$ cat src/logic/usb_sie_pkg.sv
// register map and line codes for a full-speed only SIE with two downstream ports
package usb_sie_pkg;

	localparam int addr_w = 6;
	localparam int byte_w = 8;

	typedef logic [addr_w-1:0] addr_t; // microcontroller register address
	typedef logic [byte_w-1:0] byte_t;

	// encoded as the {d+, d-} pin levels, full speed idle is J
	typedef enum logic [1:0] {
		se0     = 2'b00,
		k_state = 2'b01,
		j_state = 2'b10,
		se1     = 2'b11
	} line_state_t;

	// status of both ports
	localparam addr_t reg_line_state_a = 6'h00;
	localparam addr_t reg_line_state_b = 6'h01;
	localparam addr_t reg_discon_a     = 6'h02;
	localparam addr_t reg_discon_b     = 6'h03;

	// bit 0 of port_sel_tx drives port a, bit 1 port b
	localparam addr_t reg_port_sel_rx  = 6'h04;
	localparam addr_t reg_port_sel_tx  = 6'h05;

	localparam addr_t reg_tx_data      = 6'h06; // write loads a byte and starts a packet
	localparam addr_t reg_tx_pending   = 6'h07;
	localparam addr_t reg_tx_valid     = 6'h08; // any write ends the packet
	localparam addr_t reg_gen_reset    = 6'h09;

	localparam addr_t reg_rx_data      = 6'h0a; // read clears rx_pending
	localparam addr_t reg_rx_pending   = 6'h0b;
	localparam addr_t reg_rx_active    = 6'h0c;
	localparam addr_t reg_rx_error     = 6'h0d; // sticky for the current packet

endpackage

$ cat src/logic/usb_tx_serializer.sv
// serializer sends SYNC and stuffed NRZI data and EOP but no CRC and needs clks_per_bit of 2 or more
`timescale 1ns/10ps

module usb_tx_serializer #(
	parameter int clks_per_bit = 4
) (
	input  logic               usb_clk,
	input  logic               usb_rst,
	input  usb_sie_pkg::byte_t tx_data,
	input  logic               tx_valid,
	output logic               tx_ready,
	output logic               drive_dp,
	output logic               drive_dm,
	output logic               drive_oe
);

	localparam int cnt_w = $clog2(clks_per_bit);
	localparam logic [7:0] sync_pattern = 8'h80; // KJKJKJKK once NRZI coded

	localparam logic [1:0] st_idle = 2'd0;
	localparam logic [1:0] st_sync = 2'd1;
	localparam logic [1:0] st_data = 2'd2;
	localparam logic [1:0] st_eop  = 2'd3;

	logic [1:0]       state;
	logic [cnt_w-1:0] cnt;       // position inside the bit time
	logic [7:0]       sreg;
	logic [3:0]       bits_left;
	logic [2:0]       ones;      // run of ones sent so far
	logic [1:0]       eop_cnt;
	logic             lvl;       // line level, 1 is J

	logic bit_end;
	logic stuff;
	logic need_byte;
	logic eop_start;
	logic bit_out;
	logic next_lvl;

	assign bit_end   = (cnt == cnt_w'(clks_per_bit - 1));
	assign stuff     = (ones == 3'd6);
	assign need_byte = (bits_left == 4'd0);
	assign eop_start = need_byte && !stuff && !tx_valid;
	assign tx_ready  = (state == st_sync || state == st_data) && bit_end &&
		need_byte && !stuff && tx_valid;

	assign bit_out  = need_byte ? tx_data[0] : sreg[0];
	assign next_lvl = (stuff || !bit_out) ? ~lvl : lvl; // a zero toggles the line

	always_ff @(posedge usb_clk) begin
		if (usb_rst) begin
			state     <= st_idle;
			cnt       <= '0;
			bits_left <= '0;
			ones      <= '0;
			eop_cnt   <= '0;
			lvl       <= 1'b1;
			drive_dp  <= 1'b1;
			drive_dm  <= 1'b0;
			drive_oe  <= 1'b0;
		end else begin
			cnt <= (state == st_idle || bit_end) ? '0 : cnt + 1'b1;
			case (state)
				st_idle: if (tx_valid) begin
					// first SYNC bit goes out right away
					state     <= st_sync;
					sreg      <= sync_pattern >> 1;
					bits_left <= 4'd7;
					ones      <= '0;
					lvl       <= 1'b0;
					drive_dp  <= 1'b0;
					drive_dm  <= 1'b1;
					drive_oe  <= 1'b1;
				end
				st_sync, st_data: if (bit_end) begin
					if (eop_start) begin
						state    <= st_eop;
						eop_cnt  <= '0;
						drive_dp <= 1'b0;
						drive_dm <= 1'b0;
					end else begin
						lvl      <= next_lvl;
						drive_dp <= next_lvl;
						drive_dm <= ~next_lvl;
						ones     <= (stuff || !bit_out) ? 3'd0 : ones + 3'd1;
					end
					if (!stuff && !need_byte) begin
						sreg      <= sreg >> 1;
						bits_left <= bits_left - 4'd1;
					end
					if (tx_ready) begin
						state     <= st_data;
						sreg      <= tx_data >> 1; // bit 0 is already on the line
						bits_left <= 4'd7;
					end
				end
				st_eop: if (bit_end) begin
					eop_cnt <= eop_cnt + 2'd1;
					if (eop_cnt == 2'd1) begin
						lvl      <= 1'b1; // J after two SE0 bit times
						drive_dp <= 1'b1;
						drive_dm <= 1'b0;
					end else if (eop_cnt == 2'd2) begin
						state    <= st_idle;
						drive_oe <= 1'b0;
					end
				end
				default: state <= st_idle;
			endcase
		end
	end

endmodule

$ cat config.mk
export PLATFORM = sky130hd
export DESIGN_NAME = usb_tx_serializer
export DESIGN_NICKNAME = d
export VERILOG_FILES = /design/src/logic/usb_sie_pkg.sv /design/src/logic/usb_tx_serializer.sv
export SDC_FILE = /design/constraint.sdc
export NUM_CORES = 1
export LEC_CHECK = 0
export ABC_CLOCK_PERIOD_IN_PS = 5550
export BUFFER_PORTS_ARGS = -buffer_cell sky130_fd_sc_hd__buf_2
export CORE_MARGIN = 1.5
export CORE_UTILIZATION = 55
export DETAILED_ROUTE_END_ITERATION = 8
export GPL_ROUTABILITY_DRIVEN = 1
export PLACE_DENSITY = 0.82
export SLEW_MARGIN = 20
export SYNTH_ARGS = -nofsm -noshare
export SYNTH_HDL_FRONTEND = slang
export SYNTH_SLANG_ARGS = --single-unit
$ cat constraint.sdc
create_clock -name usb_clk -period 5.55 [get_ports usb_clk]
set_clock_uncertainty 0.15 [all_clocks]
set_input_delay 0.555 -clock usb_clk [delete_from_list [all_inputs] [get_ports usb_clk]]
set_output_delay 0.555 -clock usb_clk [all_outputs]
set_load 0.03 [all_outputs]
-- Word-level counts from Yosys, hierarchy flattened
Index checks and enable logic that the tools add are counted.
- register bits: 25
- input port bits: 11
- output and inout bits: 4
- word-level logic and storage cells: 111
- $add $sub $neg: 4
- eq/ne operators: 17
- mux-type cells: 48
- bitwise operators: 3
- reductions and logical operators: 29
- operators by type and width (operator ; count):
    $mux W8 ; 4
    $mux W2 ; 10
    $mux W1 ; 17
    $mux W4 ; 4
    $ne A2 B2 Y1 const B ; 8
    $pmux W8 S2 ; 1
    $reduce_and A4 Y1 ; 4
    $reduce_and A5 Y1 ; 3
    $mux W3 ; 4
    $pmux W1 S3 ; 3
    $eq A2 B2 Y1 const B ; 4
    $pmux W4 S2 ; 1
    $logic_and A1 B1 Y1 ; 7
    $ne A3 B3 Y1 const B ; 2
    $pmux W2 S3 ; 1
    $pmux W3 S2 ; 1
    $reduce_and A6 Y1 ; 1
    $reduce_bool A2 Y1 ; 3
    $add A2 B1 Y2 const B ; 2
    $eq A2 B1 Y1 const B ; 2
    $logic_not A1 Y1 ; 4
    $logic_not A4 Y1 ; 1
    $pmux W2 S2 ; 1
    $reduce_or A2 Y1 ; 2
    7 further kinds ; 11

-- Longest topological paths before layout
- word-level depth: 9
- depth in mapped cells: 9
- depth with buffers taken out: 7

-- Worst setup path before layout
Ideal clock, no wire load.
- path type: flip-flop to output port
- from: register ones[0]
- to: output tx_ready
- arrival: 1.661 ns
- required time: 4.845 ns
- slack: 3.184 ns
- cell stages (with the launch flop): 6
- path buffers: 0
- cell sequence: dfxtp_1 > inv_1 > ha_1 > a21boi_2 > nand3_2 > nor2_1
- longest elaborated chain between the ends: 4
- ends and longest elaborated chain (item ; RTL line ; RTL):
    start: declaration ; usb_tx_serializer.sv:29 ; logic [2:0] ones;
    start signal: assignment ; usb_tx_serializer.sv:85 ; ones <= (stuff || !bit_out) ? 3'd0 : ones + 3'd1;
    $eq A3 B3 Y1 ; usb_tx_serializer.sv:41 ; assign stuff = (ones == 3'd6);
    $logic_not A1 Y1 ; usb_tx_serializer.sv:45 ; need_byte && !stuff && tx_valid;
    $logic_and A1 B1 Y1 (2 in a row) ; usb_tx_serializer.sv:45 ;
    end: declaration ; usb_tx_serializer.sv:11 ; output logic tx_ready,
Every way passes these cells.

-- Worst setup path in the final report
Ends and elaborated chain as after synthesis.

==> flow_metrics.env <==
export IMPL_crit_path_start_kind="flip-flop"
export IMPL_insertion_delay_ns=0.32
export IMPL_crit_buf_inv=2
export IMPL_maxCapViolCount=0
export IMPL_crit_chain="inv_1, ha_1, a21boi_2, nand3_2, nor2_1, buf_2"
export IMPL_tns_ns=0
export IMPL_cts_buffers=3
export IMPL_ctsHoldBuffers=0
export IMPL_cts_tree="built"
export IMPL_synth_common_cells="nor2_1 (21), dfxtp_1 (17), inv_1 (13)"
export IMPL_p_clk_frac=0.134
export IMPL_ys_flop_type="dfxtp_1"
export IMPL_drive_above_1_share=0.1617
export IMPL_hold_violations=0
export IMPL_worstMarginPinSlew_ns=0.6178
export IMPL_hold_path_depth=1
export IMPL_viasPerCell=5.975
export IMPL_die_w_um=53.59
export IMPL_critPathCaptureType="output pin"
export IMPL_switching_power_uw=358.1
export IMPL_hp_start="cnt[0]"
export IMPL_die_area_sq_um=2872
export IMPL_coreArea_sq_um=2455
export IMPL_overflow=0
export IMPL_synthCells=155
export IMPL_grt_max_degree=16
export IMPL_fin_cells=197
export IMPL_async_flop_share=0
export IMPL_start_util=0.5734
export IMPL_path_clk_slew_ns=0.14
export IMPL_cts_buffer_depth=2
export IMPL_num_io_pins=15
export IMPL_grt_pass1_wl_um=4692
export IMPL_area_growth_pct=9.334
export IMPL_detail_route_wl_per_cell_um=14.26
export IMPL_setup_violations_final=0
export IMPL_r2r_start="state[1]"
export IMPL_synth_most_common_cell="nor2_1"
export IMPL_max_freq_ghz=0.3506
export IMPL_drt_pass1_iter_count=4
export IMPL_rows=18
export IMPL_final_nets=188
export IMPL_cp_max_fo=9
export IMPL_chipHeight_um=53.59
export IMPL_syn_num_nets=175
export IMPL_slowest_delay_ns=0.41
export IMPL_post_cts_buffers=0
export IMPL_ir_worst_vdd_v=0.0004558
export IMPL_hpwlAfterDp_um=2026
export IMPL_finalCritPeriodShare=0.5139
export IMPL_syn_area_sq_um=1408
export IMPL_numPortBuffers=14
export IMPL_drt_iter0_markers=40
export IMPL_r2r_slack_ns=2.83
export IMPL_finalWirelength_um=2810
export IMPL_htreeDepth=1
export IMPL_place_area_sq_um=1486
export IMPL_rsz0062_at_grt="false"
export IMPL_cts_sinks=24
export IMPL_ys_seq_area_frac=0.3911
export IMPL_outcome="finished, final reports clean"
export IMPL_leakage_nw=0.6463
export IMPL_root_buffer="clkbuf_4"
export IMPL_critical_path_top_delay_family="simple AND/OR/NAND/NOR gates"
export IMPL_slew_viol_final=0
export IMPL_p_sw_frac=0.4327
export IMPL_grt_usage=0.2250
export IMPL_final_area_sq_um=1539
export IMPL_grt_pass1_vias=1108
export IMPL_synth_edf_count=7
export IMPL_r2r_end="lvl"
export IMPL_final_antenna_net_count=0
export IMPL_cp_slowest_cell="dfxtp_1"
export IMPL_grt_antenna_before_repair=0
export IMPL_netlist_top_cells_area="dfxtp_1 (24%), edfxtp_1 (15%), ha_1 (8.0%), mux2i_1 (6.4%), nor2_1 (5.6%)"
export IMPL_avgSynthCellArea_sq_um=9.081
export IMPL_synth_seq_cells=24
export IMPL_path_class="reg2out"
export IMPL_synth_warnings=0
export IMPL_post_route_min_period_ns=2.852
export IMPL_yosys_area_top_type="dfxtp_1"
export IMPL_synth_top_area_share=0.2418
export IMPL_via_count=1177
export IMPL_ys_types=43
export IMPL_cp_data_required_time_ns=4.85
export IMPL_final_util=0.6269
export IMPL_seqPwrFrac=0.339
export IMPL_comb_power_share=0.526
export IMPL_cp_arrival_ns=2.15
export IMPL_holdWs_ns=0.2920
export IMPL_n_antenna_cell=0
export IMPL_drcViolationCount=0
export IMPL_ctsResizeCount=0
export IMPL_min_to="cnt[0]"
export IMPL_slew_headroom=0.5874
export IMPL_dp_cells=193
export IMPL_gp_congestion=0.7827
export IMPL_ff2ff_path_depth=7
export IMPL_p_int_uw=469.5
export IMPL_power_density_nw_per_um2=537.8
export IMPL_hold_class="reg2reg"
[worst max-delay path by stage]
stage          depth (start not counted)        to      from  slack, ns
2_1_floorplan                          5  tx_ready   ones[0]       3.18
6_report                               6  tx_ready   ones[0]       2.70
3_5_place_dp                           7       lvl  state[0]       2.90
5_1_grt                                6  tx_ready   ones[0]       2.48
3_3_place_gp                           7       lvl  state[0]       3.03
4_1_cts                                6  tx_ready   ones[0]       2.69
[power groups by stage]
stage          clock network (mW)  registers, mW  logic, mW
6_report                    0.111          0.281      0.436
5_1_grt                     0.117          0.286      0.484
4_1_cts                     0.113          0.280      0.426
3_5_place_dp                    0          0.285      0.425
3_3_place_gp                    0          0.281      0.407
2_1_floorplan                   0          0.293      0.334
[routing by layer]
metal | global-route usage | vias to the layer above | wire, um
met5 | 0 | - | 0
met4 | 0.1026 | 0 | 55
met3 | 0.03889 | 7 | 174
met2 | 0.3765 | 53 | 1339
met1 | 0.2825 | 544 | 1241
li1 | - | 573 | -
[final cells by class]
cell class / count / area (sq um)
timing repair buffer: 14 / 70.07
clock buffer: 4 / 47.55
inverter: 13 / 48.80
sequential: 24 / 550.5
multi-input combinational: 112 / 784.5
tap: 30 / 37.54
fill: 201 / 915.9
[registers in the layout, indices dropped and copies added, names as in the netlist]
| signal | flops |
|---|---|
| drive_dp | 1 |
| bits_left | 4 |
| sreg | 7 |
| cnt | 2 |
| ones | 3 |
| eop_cnt | 2 |
| drive_dm | 1 |
| drive_oe | 1 |
| state | 2 |
| lvl | 1 |
[placed cells by master (no fill, tap or decap), drive strengths merged, types with 2 or more instances in the layout]
master	synthesis	final
a211oi	2	2
a21boi	4	4
a21oi	12	12
a22oi	2	2
a311o	2	2
buf	2	14
clkbuf	4	4
dfxtp	17	17
edfxtp	7	7
ha	9	9
inv	13	13
mux2	2	2
mux2i	9	9
nand2	10	10
nand2b	4	4
nand3	5	5
nand4	4	4
nor2	21	21
nor2b	2	2
nor3	2	2
nor3b	2	2
o21ai	5	5
o31ai	2	2
[cell families after synthesis]
family,synth area share
flip-flops,0.3911
XOR/XNOR,0.01778
adder cells (fa/ha/maj),0.08000
AO/OA/AOI/OAI,0.1724
multiplexers,0.08267
buffers and inverters,0.05511
AND/OR/NAND/NOR,0.2009
[through the flow]
stage | setup WS, ns | power [mW]
2_1_floorplan | 3.184 | 0.6269
3_3_place_gp | 3.029 | 0.6886
3_5_place_dp | 2.901 | 0.7096
4_1_cts | 2.689 | 0.8197
5_1_grt | 2.483 | 0.8874
6_report | 2.698 | 0.8277
No activity file was read; power rests on OpenSTA's default activity.
