`src/logic/usb_sie_pkg.sv`:
```
// register map and line codes for a full-speed only SIE with two downstream ports
package usb_sie_pkg;

	localparam int addr_w = 6;
	localparam int byte_w = 8;

	typedef logic [addr_w-1:0] addr_t; // microcontroller register address
	typedef logic [byte_w-1:0] byte_t;

	// encoded as the {d+, d-} pin levels, full speed idle is J
	typedef enum logic [1:0] {
		se0     = 2'b00,
		k_state = 2'b01,
		j_state = 2'b10,
		se1     = 2'b11
	} line_state_t;

	// status of both ports
	localparam addr_t reg_line_state_a = 6'h00;
	localparam addr_t reg_line_state_b = 6'h01;
	localparam addr_t reg_discon_a     = 6'h02;
	localparam addr_t reg_discon_b     = 6'h03;

	// bit 0 of port_sel_tx drives port a, bit 1 port b
	localparam addr_t reg_port_sel_rx  = 6'h04;
	localparam addr_t reg_port_sel_tx  = 6'h05;

	localparam addr_t reg_tx_data      = 6'h06; // write loads a byte and starts a packet
	localparam addr_t reg_tx_pending   = 6'h07;
	localparam addr_t reg_tx_valid     = 6'h08; // any write ends the packet
	localparam addr_t reg_gen_reset    = 6'h09;

	localparam addr_t reg_rx_data      = 6'h0a; // read clears rx_pending
	localparam addr_t reg_rx_pending   = 6'h0b;
	localparam addr_t reg_rx_active    = 6'h0c;
	localparam addr_t reg_rx_error     = 6'h0d; // sticky for the current packet

endpackage

```
`src/logic/usb_sie_regs.sv`:
```
// register file holds a single transmit byte and overwrites a receive byte that was not read
`timescale 1ns/10ps

module usb_sie_regs (
	input  logic                     usb_clk,
	input  logic                     usb_rst,

	input  logic                     io_re,
	input  logic                     io_we,
	input  usb_sie_pkg::addr_t       io_a,
	input  usb_sie_pkg::byte_t       io_di,
	output usb_sie_pkg::byte_t       io_do,

	input  usb_sie_pkg::line_state_t line_state_a,
	input  usb_sie_pkg::line_state_t line_state_b,
	input  logic                     discon_a,
	input  logic                     discon_b,

	output logic                     port_sel_rx,
	output logic [1:0]               port_sel_tx,

	output usb_sie_pkg::byte_t       tx_data,
	output logic                     tx_valid,
	input  logic                     tx_ready,
	output logic                     gen_reset,

	input  usb_sie_pkg::byte_t       rx_data,
	input  logic                     rx_valid,
	input  logic                     rx_active,
	input  logic                     rx_error
);

	logic               tx_pending;  // byte written but not yet taken by the serializer
	logic               rx_pending;  // byte received but not yet read
	logic               rx_err_flag;
	logic               rx_active_q; // for the start of packet edge
	usb_sie_pkg::byte_t rx_byte;
	usb_sie_pkg::byte_t rd_mux;

	// read data for the address on the bus, registered below
	always_comb begin
		rd_mux = '0;
		case (io_a)
			usb_sie_pkg::reg_line_state_a: rd_mux = {6'd0, line_state_a};
			usb_sie_pkg::reg_line_state_b: rd_mux = {6'd0, line_state_b};
			usb_sie_pkg::reg_discon_a:     rd_mux = {7'd0, discon_a};
			usb_sie_pkg::reg_discon_b:     rd_mux = {7'd0, discon_b};
			usb_sie_pkg::reg_port_sel_rx:  rd_mux = {7'd0, port_sel_rx};
			usb_sie_pkg::reg_port_sel_tx:  rd_mux = {6'd0, port_sel_tx};
			usb_sie_pkg::reg_tx_data:      rd_mux = tx_data;
			usb_sie_pkg::reg_tx_pending:   rd_mux = {7'd0, tx_pending};
			usb_sie_pkg::reg_tx_valid:     rd_mux = {7'd0, tx_valid};
			usb_sie_pkg::reg_gen_reset:    rd_mux = {7'd0, gen_reset};
			usb_sie_pkg::reg_rx_data:      rd_mux = rx_byte;
			usb_sie_pkg::reg_rx_pending:   rd_mux = {7'd0, rx_pending};
			usb_sie_pkg::reg_rx_active:    rd_mux = {7'd0, rx_active};
			usb_sie_pkg::reg_rx_error:     rd_mux = {7'd0, rx_err_flag};
			default:                       rd_mux = '0; // unused addresses read zero
		endcase
	end

	always_ff @(posedge usb_clk) begin
		if (usb_rst) begin
			io_do       <= '0;
			port_sel_rx <= 1'b0;
			port_sel_tx <= 2'b00;
			tx_data     <= '0;
			tx_valid    <= 1'b0;
			tx_pending  <= 1'b0;
			gen_reset   <= 1'b0;
			rx_byte     <= '0;
			rx_pending  <= 1'b0;
			rx_err_flag <= 1'b0;
			rx_active_q <= 1'b0;
		end else begin
			io_do       <= rd_mux;
			rx_active_q <= rx_active;

			if (io_re && io_a == usb_sie_pkg::reg_rx_data)
				rx_pending <= 1'b0;

			// taken byte, a new write in the same cycle wins
			if (tx_ready)
				tx_pending <= 1'b0;

			if (io_we) begin
				case (io_a)
					usb_sie_pkg::reg_port_sel_rx: port_sel_rx <= io_di[0];
					usb_sie_pkg::reg_port_sel_tx: port_sel_tx <= io_di[1:0];
					usb_sie_pkg::reg_tx_data: begin
						tx_data    <= io_di;
						tx_valid   <= 1'b1;
						tx_pending <= 1'b1;
					end
					usb_sie_pkg::reg_tx_valid:    tx_valid <= 1'b0; // EOP after the current byte
					usb_sie_pkg::reg_gen_reset:   gen_reset <= io_di[0];
					default: ;
				endcase
			end

			if (rx_valid) begin
				rx_byte    <= rx_data;
				rx_pending <= 1'b1;
			end

			// error flag lives for one packet
			if (rx_active && !rx_active_q)
				rx_err_flag <= 1'b0;
			if (rx_active && rx_error)
				rx_err_flag <= 1'b1;
		end
	end

endmodule

```
`config.mk`:
```
export PLATFORM = sky130hd
export DESIGN_NAME = usb_sie_regs
export DESIGN_NICKNAME = d
export VERILOG_FILES = /design/src/logic/usb_sie_pkg.sv /design/src/logic/usb_sie_regs.sv
export SDC_FILE = /design/constraint.sdc
export NUM_CORES = 1
export LEC_CHECK = 0
export BUFFER_PORTS_ARGS = -buffer_cell sky130_fd_sc_hd__buf_2
export CAP_MARGIN = 20
export CORE_MARGIN = 3
export CORE_UTILIZATION = 52
export DETAILED_ROUTE_END_ITERATION = 16
export HOLD_SLACK_MARGIN = 0.08
export PLACE_DENSITY = 0.84
export SLEW_MARGIN = 10
export SYNTH_ARGS = -nofsm -noshare
export SYNTH_HDL_FRONTEND = slang
export SYNTH_SLANG_ARGS = --single-unit
```
`constraint.sdc`:
```
create_clock -name usb_clk -period 2.1 [get_ports usb_clk]
set_input_delay 0.105 -clock usb_clk [delete_from_list [all_inputs] [get_ports usb_clk]]
set_output_delay 0.105 -clock usb_clk [all_outputs]
set_load 0.03 [all_outputs]
```
== After elaboration in Yosys (flattened, before gate mapping) ==
Index checks and enable logic that the tools add are counted.

* Multiplexer cells: 9
* Eq/ne operators: 13
* Reductions and logical operators: 13

{| class="wikitable"
|+ Operators by type and width
! cell !! number
|-
| 8-bit case mux with 14 select lines || 1
|-
| 6-bit by 4-bit equality test with 1-bit output (second input constant) || 6
|-
| 6-bit by 3-bit equality test with 1-bit output (second input constant) || 4
|-
| 6-bit by 2-bit equality test with 1-bit output (second input constant) || 2
|-
| 2-bit AND reduction || 5
|-
| 1-bit 2-to-1 mux || 7
|-
| 6-bit by 1-bit equality test with 1-bit output (second input constant) || 1
|-
| 6-bit zero test || 1
|-
| 2-bit nonzero test || 3
|-
| 1-bit logical AND || 3
|-
| 1-bit case mux with 2 select lines || 1
|-
| 1-bit zero test || 1
|}

* Flip-flop bits (word level): 33
* Word-level logic and storage cells: 46
* Input port bits: 36
* Output and inout port bits: 21

== Longest topological paths before layout ==
Gate-level depths: netlist of run 1.

* Word-level depth: 4
* Mapped depth: 8
* Depth with buffers taken out: 4

== Worst setup path before layout of run 1 ==
Ideal clock, no wire load.

* Path type: input -> register
* Start point: input io_a[2]
* End point: register io_do[2]
* Buffers on the path: 4
* Library setup time: 123 ps
* Slack: 889 ps
* Data arrival time: 1087 ps
* Cell stages on the path: 8
* Required time: 1977 ps
* Cells stage by stage: buf_4 -> nor2b_1 -> clkbuf_2 -> and2_1 -> buf_6 -> buf_12 -> a22oi_1 -> nor2_1

* Word-level cells in the longest chain between the ends: 2
* Elaborated cells on any way between the ends: 15
* Classes of those cells: eq/ne: 13; mux: 1; reduce/logical: 1

{| class="wikitable"
|+ Ends and longest elaborated chain
! what !! RTL line !! text
|-
| start: declaration || usb_sie_regs.sv:10 || <nowiki>input usb_sie_pkg::addr_t io_a,</nowiki>
|-
| 6-bit by 4-bit equality test with 1-bit output, or another cell as far along || usb_sie_regs.sv:43 || <nowiki>case (io_a)</nowiki>
|-
| 8-bit case mux with 14 select lines (*) || usb_sie_regs.sv:43 ||
|-
| end signal: assignment || usb_sie_regs.sv:76 || <nowiki>io_do <= rd_mux;</nowiki>
|-
| end: declaration || usb_sie_regs.sv:12 || <nowiki>output usb_sie_pkg::byte_t io_do,</nowiki>
|}

Mark *: on every way between the ends. The rest lies on a longest branch, timed or not.
A chain may end at the register's enable or synchronous reset.

== Worst setup path after layout of run 1 ==
* Start point: input io_a[2]
* End point: register tx_data[5]

* Word-level cells in the longest chain between the ends: 2

{| class="wikitable"
|+ Ends and longest elaborated chain
! what !! RTL line !! text
|-
| 6-bit by 3-bit equality test with 1-bit output || usb_sie_regs.sv:87 || <nowiki>case (io_a)</nowiki>
|-
| 2-bit AND reduction (no line) || -- ||
|-
| end signal: assignment || usb_sie_regs.sv:91 || <nowiki>tx_data <= io_di;</nowiki>
|-
| end: declaration || usb_sie_regs.sv:22 || <nowiki>output usb_sie_pkg::byte_t tx_data,</nowiki>
|}

No other way between the ends.

==> results of run 1 <==
-- state kept, by name, summed over array words and instances (netlist names) --
register	flops
rx_err_flag	1
gen_reset	1
rx_active_q	1
io_do	8
rx_byte	8
tx_valid	1
port_sel_tx	2
port_sel_rx	1
tx_pending	1
rx_pending	1
tx_data	8
-- timing repair --
item                      CTS  global route
setup buffers               0             0
hold endpoints to repair   23             0
hold buffers               19             0
-- cell families (layout without fill, tap and decap cells) --
kind of cell | count (synthesis) | after routing
buffers and inverters | 16 | 87
DFF | 33 | 33
AOI/OAI and AO/OA | 30 | 30
and+or+nand+nor | 59 | 59
muxes | 17 | 17
-- synth_stat cells --
cell type / count / share of area
dfxtp_1: 33 / 0.44
nor2_1: 20 / 0.050
mux2i_1: 14 / 0.094
nand2_1: 10 / 0.025
a21oi_1: 9 / 0.030
a22oi_1: 8 / 0.040
nand3_1: 7 / 0.023
nand3_2: 5 / 0.033
a21oi_2: 4 / 0.023
clkbuf_1: 4 / 0.010
buf_2: 3 / 0.010
buf_6: 3 / 0.023
inv_1: 3 / 0.0075
mux2_2: 3 / 0.023
and2_1: 2 / 0.0084
and3_1: 2 / 0.0084
nand2b_1: 2 / 0.0084
nand4b_1: 2 / 0.012
nor2b_1: 2 / 0.0084
a211o_1: 1 / 0.0058
a211oi_1: 1 / 0.0050
a221oi_1: 1 / 0.0058
a311o_1: 1 / 0.0067
a31oi_1: 1 / 0.0042
a32oi_1: 1 / 0.0058
and4b_1: 1 / 0.0067
buf_12: 1 / 0.013
buf_4: 1 / 0.0050
clkbuf_2: 1 / 0.0033
nand4bb_1: 1 / 0.0075
nor3_1: 1 / 0.0033
nor4_1: 1 / 0.0042
nor4b_2: 1 / 0.010
nor4b_4: 1 / 0.016
o21ai_0: 1 / 0.0033
o31a_1: 1 / 0.0058
o32ai_1: 1 / 0.0058
or2_2: 1 / 0.0042
-- area by class of cell --
cell class / instances / area share
flip-flops and latches: 33 / 0.330
multi-input cells: 106 / 0.364
well taps: 30 / 0.0188
clock buffers: 7 / 0.0275
repair buffers: 76 / 0.239
inverters: 3 / 0.00563
clock inverters: 1 / 0.0150
-- worst min-delay path by stage --
stage	to	slack (ns)
final	rx_pending$_SDFFE_PP0P_	0.10
after global routing	rx_pending$_SDFFE_PP0P_	0.14
after CTS	rx_pending$_SDFFE_PP0P_	0.08
after detailed placement	rx_byte[6]$_SDFFE_PP0P_	0.35
after global placement	rx_byte[2]$_SDFFE_PP0P_	0.34
after floorplan	rx_active_q$_SDFF_PP0_	0.23
-- where the power goes --
part	switching [uW]	internal, uW	total (uW)
sequential	7.49	639	647
clock	217	284	501
combinational	72.2	74.8	147
total	296	998	1290
-- routing by layer --
metal | up-vias | wire length, um | global-route usage
met2 | 81 | 1880 | 0.383
met5 | - | 0 | 0
met1 | 658 | 1650 | 0.298
met4 | 0 | 115 | 0.104
li1 | 689 | - | -
met3 | 12 | 373 | 0.0799
-- layout by cell type, fill, tap and decap left out, drive strengths merged, types with 2 or more instances in the layout --
master       netlist  final
mux2i             14     14
dfxtp             33     33
dlygate4sd3        0     19
mux2               3      3
nand2b             2      2
nor2              20     20
and2               2      2
a22oi              8      8
nor2b              2      2
inv                3      3
nand2             10     10
nand4b             2      2
buf                8     57
clkbuf             5      7
nor4b              2      2
and3               2      2
a21oi             13     13
nand3             12     12
-- worst max-delay path, delay by kind of cell --
kind / cells / cell delay [ns]
AO/OA/AOI/OAI: 1 / 0.14
buffers and inverters: 2 / 0.40
AND/OR/NAND/NOR: 3 / 0.85
-- metrics by stage --
step,area [um2],hold slack (ns)
6_report,2000,0.101
5_1_grt,2000,0.142
4_1_cts,2000,0.0848
3_5_place_dp,1730,0.353
3_3_place_gp,1730,0.340
2_1_floorplan,1500,0.234
==> impl_metrics.json, run 1 <==
{
  "status": "finished, final reports clean",
  "clock_latency_ns": 0.34,
  "fmax_mhz": 827,
  "drc": 0,
  "worstHoldPathType": "input port to flop",
  "r2r-end": "io_do[0]$_SDFF_PP0_",
  "synthesis.area_um2": 1500,
  "final_cells": 256,
  "cts_buffers": 5,
  "path_class": "input port to flop",
  "crit_slowest_cell": "nor2b_1",
  "syn_nets": 191,
  "ir_worst_vdd_mv": 0.602,
  "worstSetupStartpointType": "input port",
  "synth_compound_area_frac": 0.142,
  "rsz0062_at_grt": "no",
  "synth_top_family_by_area": "simple AND/OR/NAND/NOR gates",
  "die_area_um2": 3560,
  "critPathMaxFanout": 10,
  "clock_skew_ns": 0.00219,
  "worst_slack_ns": 0.890,
  "max_slew.worst_pin.slew_ns": 0.511,
  "finalHoldViolCount": 0,
  "cp.required_ns": 2.38,
  "ys_ff_latch": 33,
  "hold_depth": 4,
  "r2r_cells": 4,
  "ff_latch_area_um2": 661,
  "io_pins": 57,
  "final_net_count": 261,
  "yosysWarningCount": 0,
  "grt_max_degree": 27,
  "drt_iter0_markers": 71,
  "setup-violations-final": 0,
  "die_w_um": 59.7,
  "grt_pass1_wl_um": 6270,
  "antenna_cells": 0,
  "gp_congestion": 0.855,
  "drive_above_1_share": 0.350,
  "num_rows": 18,
  "dp_cells": 229,
  "drt-total-wl_um": 4020,
  "wire_per_inst_um": 15.7,
  "ant_nets": 0,
  "postLayoutCoreUtil": 0.766,
  "htreeDepth": 2,
  "p_leak_uw": 0.000890,
  "clock_path_buffers": 2,
  "ys_seq_area_frac": 0.441,
  "max_stage_delay_ns": 0.40,
  "grt_remaining_overflow": 0,
  "min_period_over_period": 0.576,
  "synthCells": 155,
  "worstHoldStart": "io_re",
  "muxShareOfSynthArea": 0.116,
  "synth_fa_ha_area_frac": 0,
  "final.setup.tns_ns": 0,
  "coreArea_um2": 2610,
  "via_per_inst": 5.63,
  "worstPathCellList": "buf_2, nor2b_1, and2_1, buf_4, nand3_2, a21oi_2",
  "crit_arrival_ns": 1.49,
  "finalPower_uw": 1290,
  "track_usage": 0.242,
  "critPathCaptureType": "flop",
  "synth.avg_cell_area_um2": 9.66,
  "area_growth_pct": 33.7,
  "grt_pass1_vias": 1353,
  "port-buffer-count": 56,
  "power.density_nw_per_um2": 647,
  "cts.sinks": 33,
  "grt_antenna_before_repair": 0,
  "cp-startpoint": "io_a[2]",
  "multiInputGateArea_um2": 729,
  "vias": 1440,
  "place_hpwl_um": 2730,
  "pre_cts_ws_ns": 0.560,
  "drv_cap": 0,
  "start_util": 0.573,
  "dr.pass1.iters": 4,
  "rrSetupSlack_ns": 0.94,
  "yosysUniqueCellTypes": 38,
  "n_fill_cell": 175,
  "min_period_ns": 1.21,
  "cp-endpoint": "tx_data[5]$_SDFFE_PP0P_",
  "cts_tree": "yes",
  "yosys.area_share.simple": 0.229,
  "cts.reportedPaths.clkPinSlew_ns": 0.10,
  "die_y_um": 59.7,
  "slew_viol_final": 0,
  "synth_xor_area_frac": 0,
  "cts-resized-gates": 0,
  "reg2reg_from": "tx_valid$_SDFFE_PP0P_",
  "root_buffer": "clkbuf_4",
  "max_slew_margin": 0.659
}
No activity file was read; power rests on OpenSTA's default activity.
==> run 2, diff against run 1 <==
--- a/config.mk
+++ b/config.mk
@@ -5,13 +5,14 @@
 export SDC_FILE = /design/constraint.sdc
 export NUM_CORES = 1
 export LEC_CHECK = 0
+export ABC_AREA = 1
 export BUFFER_PORTS_ARGS = -buffer_cell sky130_fd_sc_hd__buf_2
 export CAP_MARGIN = 20
 export CORE_MARGIN = 3
-export CORE_UTILIZATION = 52
+export CORE_UTILIZATION = 48
 export DETAILED_ROUTE_END_ITERATION = 16
 export HOLD_SLACK_MARGIN = 0.08
-export PLACE_DENSITY = 0.84
+export PLACE_DENSITY = 0.78
 export SLEW_MARGIN = 10
 export SYNTH_ARGS = -nofsm -noshare
 export SYNTH_HDL_FRONTEND = slang
==> constraint.sdc (replaced) <==
create_clock -name usb_clk -period 1.2 [get_ports usb_clk]
set_input_delay 0.06 -clock usb_clk [delete_from_list [all_inputs] [get_ports usb_clk]]
set_output_delay 0.06 -clock usb_clk [all_outputs]
set_load 0.03 [all_outputs]
==> run 2 against run 1 <==
  * Non-clock buffer count grew 13
  * Clock skew grew 0.0045 ns
  * Count of clock-buffer cells in the layout is the same
  * Wire length grew 8.1%
  * Sequential power grew 76%
  * Largest cell class unchanged
==> impl_metrics.json, run 2 <==
{
  "cts.reportedPaths.clkPinSlew_ns": 0.09,
  "clock_path_buffers": 2,
  "port-buffer-count": 56,
  "rsz0062_at_grt": "no",
  "drv_cap": 0,
  "ant_nets": 0,
  "die_w_um": 63.0,
  "crit_arrival_ns": 1.36,
  "status": "finished, final reports clean",
  "cp.required_ns": 1.43,
  "die_y_um": 63.0,
  "track_usage": 0.241,
  "worstHoldPathType": "input port to flop",
  "vias": 1748,
  "grt_pass1_vias": 1746,
  "area_growth_pct": 43.5,
  "critPathCaptureType": "flop",
  "antenna_cells": 0,
  "cts_hold_buffers": 23,
  "via_per_inst": 4.79,
  "dr.pass1.iters": 4,
  "top_regs": "io_do: 8 flops, rx_byte: 8 flops, tx_data: 8 flops",
  "p_leak_uw": 0.00115,
  "fmax_mhz": 884,
  "place_hpwl_um": 2990,
  "yosysUniqueCellTypes": 20,
  "cts_tree": "yes",
  "ff_latch_area_um2": 661,
  "dp_cells": 335,
  "drc": 0,
  "final.setup.tns_ns": 0,
  "slew_viol_final": 0,
  "worstSetupStartpointType": "input port",
  "min_period_over_period": 0.942,
  "coreArea_um2": 3080,
  "cts-resized-gates": 0,
  "max_slew_margin": 0.794,
  "htreeDepth": 2,
  "final_net_count": 357,
  "start_util": 0.507,
  "grt_pass1_wl_um": 7640,
  "yosys_most_used_dff": "dfxtp_1",
  "grt_max_degree": 21,
  "ys_ff_latch": 33,
  "power.density_nw_per_um2": 924,
  "cts_setup_buffers": 0,
  "max_slew.worst_pin.slew_ns": 0.307,
  "cts.sinks": 33,
  "syn_nets": 266,
  "io_pins": 57,
  "die_area_um2": 3970,
  "wire_per_inst_um": 11.9,
  "path_class": "input port to flop",
  "min_period_ns": 1.13,
  "drt-total-wl_um": 4340,
  "grt_remaining_overflow": 0,
  "yosysTopAreaCellShare": 0.424,
  "reg2reg_from": "port_sel_rx$_SDFFE_PP0P_",
  "clock_skew_ns": 0.00665,
  "synthesis.area_um2": 1560,
  "cp-startpoint": "io_we",
  "synthCells": 230,
  "finalHoldViolCount": 0,
  "final_common_cell": "nor2_1",
  "setup-violations-final": 0,
  "worstHoldStart": "usb_rst",
  "yosys-top-cells-count": "59 x nor2_1, 44 x nand2_1, 33 x dfxtp_1",
  "grt_antenna_before_repair": 0,
  "ys_seq_area_frac": 0.424,
  "cts_buffers": 5,
  "rrSetupSlack_ns": 0.32,
  "synth.avg_cell_area_um2": 6.78,
  "synth_largest_area_cell": "dfxtp_1",
  "most-common-layout-cells": "59 x nor2_1, 56 x buf_2, 44 x nand2_1",
  "critPathMaxFanout": 7,
  "drive_above_1_share": 0.265,
  "clock_latency_ns": 0.33,
  "final_cells": 365,
  "num_rows": 20,
  "yosysWarningCount": 0,
  "synthArstFlopShare": 0,
  "synth.most_common_cell": "nor2_1",
  "n_fill_cell": 267,
  "root_buffer": "clkbuf_4",
  "ir_worst_vdd_mv": 0.684,
  "gp_congestion": 0.942,
  "synth_edf_count": 0,
  "drt_iter0_markers": 101,
  "multiInputGateArea_um2": 782,
  "synth_area_leaders": "dfxtp_1 42%, nor2_1 14%, nand2_1 11%"
}
[run 2: cell count changes after synthesis, sizes merged, moves of 8 or more]
cell	before	now
a22oi	8	0
inv	3	21
mux2i	14	0
nand2	10	45
nor2	20	65
o21ai	1	24
[run 2: cells by family (layout without fill, tap and decap cells)]
logic type | Yosys count | count (layout) | share of synthesized area
flip-flops | 33 | 33 | 0.424
AND/OR/NAND/NOR | 136 | 136 | 0.393
AO/OA/AOI/OAI | 33 | 33 | 0.108
buffers and inverters | 28 | 119 | 0.0746
[run 2: per-stage QoR]
step / worst slack (ns) / total power (uW) / utilization / hold slack, ns / instance area, um2
floorplan: 0.204 / 1280 / - / 0.143 / 1560
global placement: 0.0379 / 1400 / 0.634 / 0.265 / 1950
detailed placement: 0.00192 / 1410 / 0.634 / 0.275 / 1950
CTS: 0.0897 / 2070 / 0.727 / 0.0824 / 2240
global route: 0.00336 / 2170 / 0.727 / 0.0892 / 2240
finish: 0.0693 / 2070 / 0.727 / 0.0877 / 2240
[run 2: cell type report]
cell class,count,area share
clock buffer,7,0.0246
multi-input combinational,169,0.350
sequential,33,0.295
inverter,23,0.0386
timing repair buffer,89,0.267
tap,44,0.0246
[run 2: where the power goes]
part / switching, uW / total (uW) / leakage (uW) / internal, uW
logic: 159 / 305 / 0.000851 / 146
clock network: 345 / 622 / 0.0000314 / 276
registers: 16.0 / 1140 / 0.000269 / 1120
[run 2: metal layers]
metal | up-vias | track usage | share of wire
li1 | 919 | - | -
met1 | 759 | 0.283 | 0.42
met2 | 61 | 0.418 | 0.50
met3 | 9 | 0.0683 | 0.060
met4 | 0 | 0.0799 | 0.018
met5 | - | 0 | 0
[run 2: final timing paths]
path / end / depth (start not counted)
worst max-delay path: tx_data[3]$_SDFFE_PP0P_ / 7
worst min-delay path: tx_pending$_SDFF_PP0_ / 3
worst max register to register: io_do[0]$_SDFF_PP0_ / 6
worst min register to register: rx_pending$_SDFFE_PP0P_ / 2
[run 2: worst max-delay path: stages]
cell and delay (ns):
dlygate4sd3_1 0.53, buf_2 0.15, inv_1 0.21, nor2_8 0.08, buf_12 0.14, o21ai_0 0.15, nor2_1 0.06
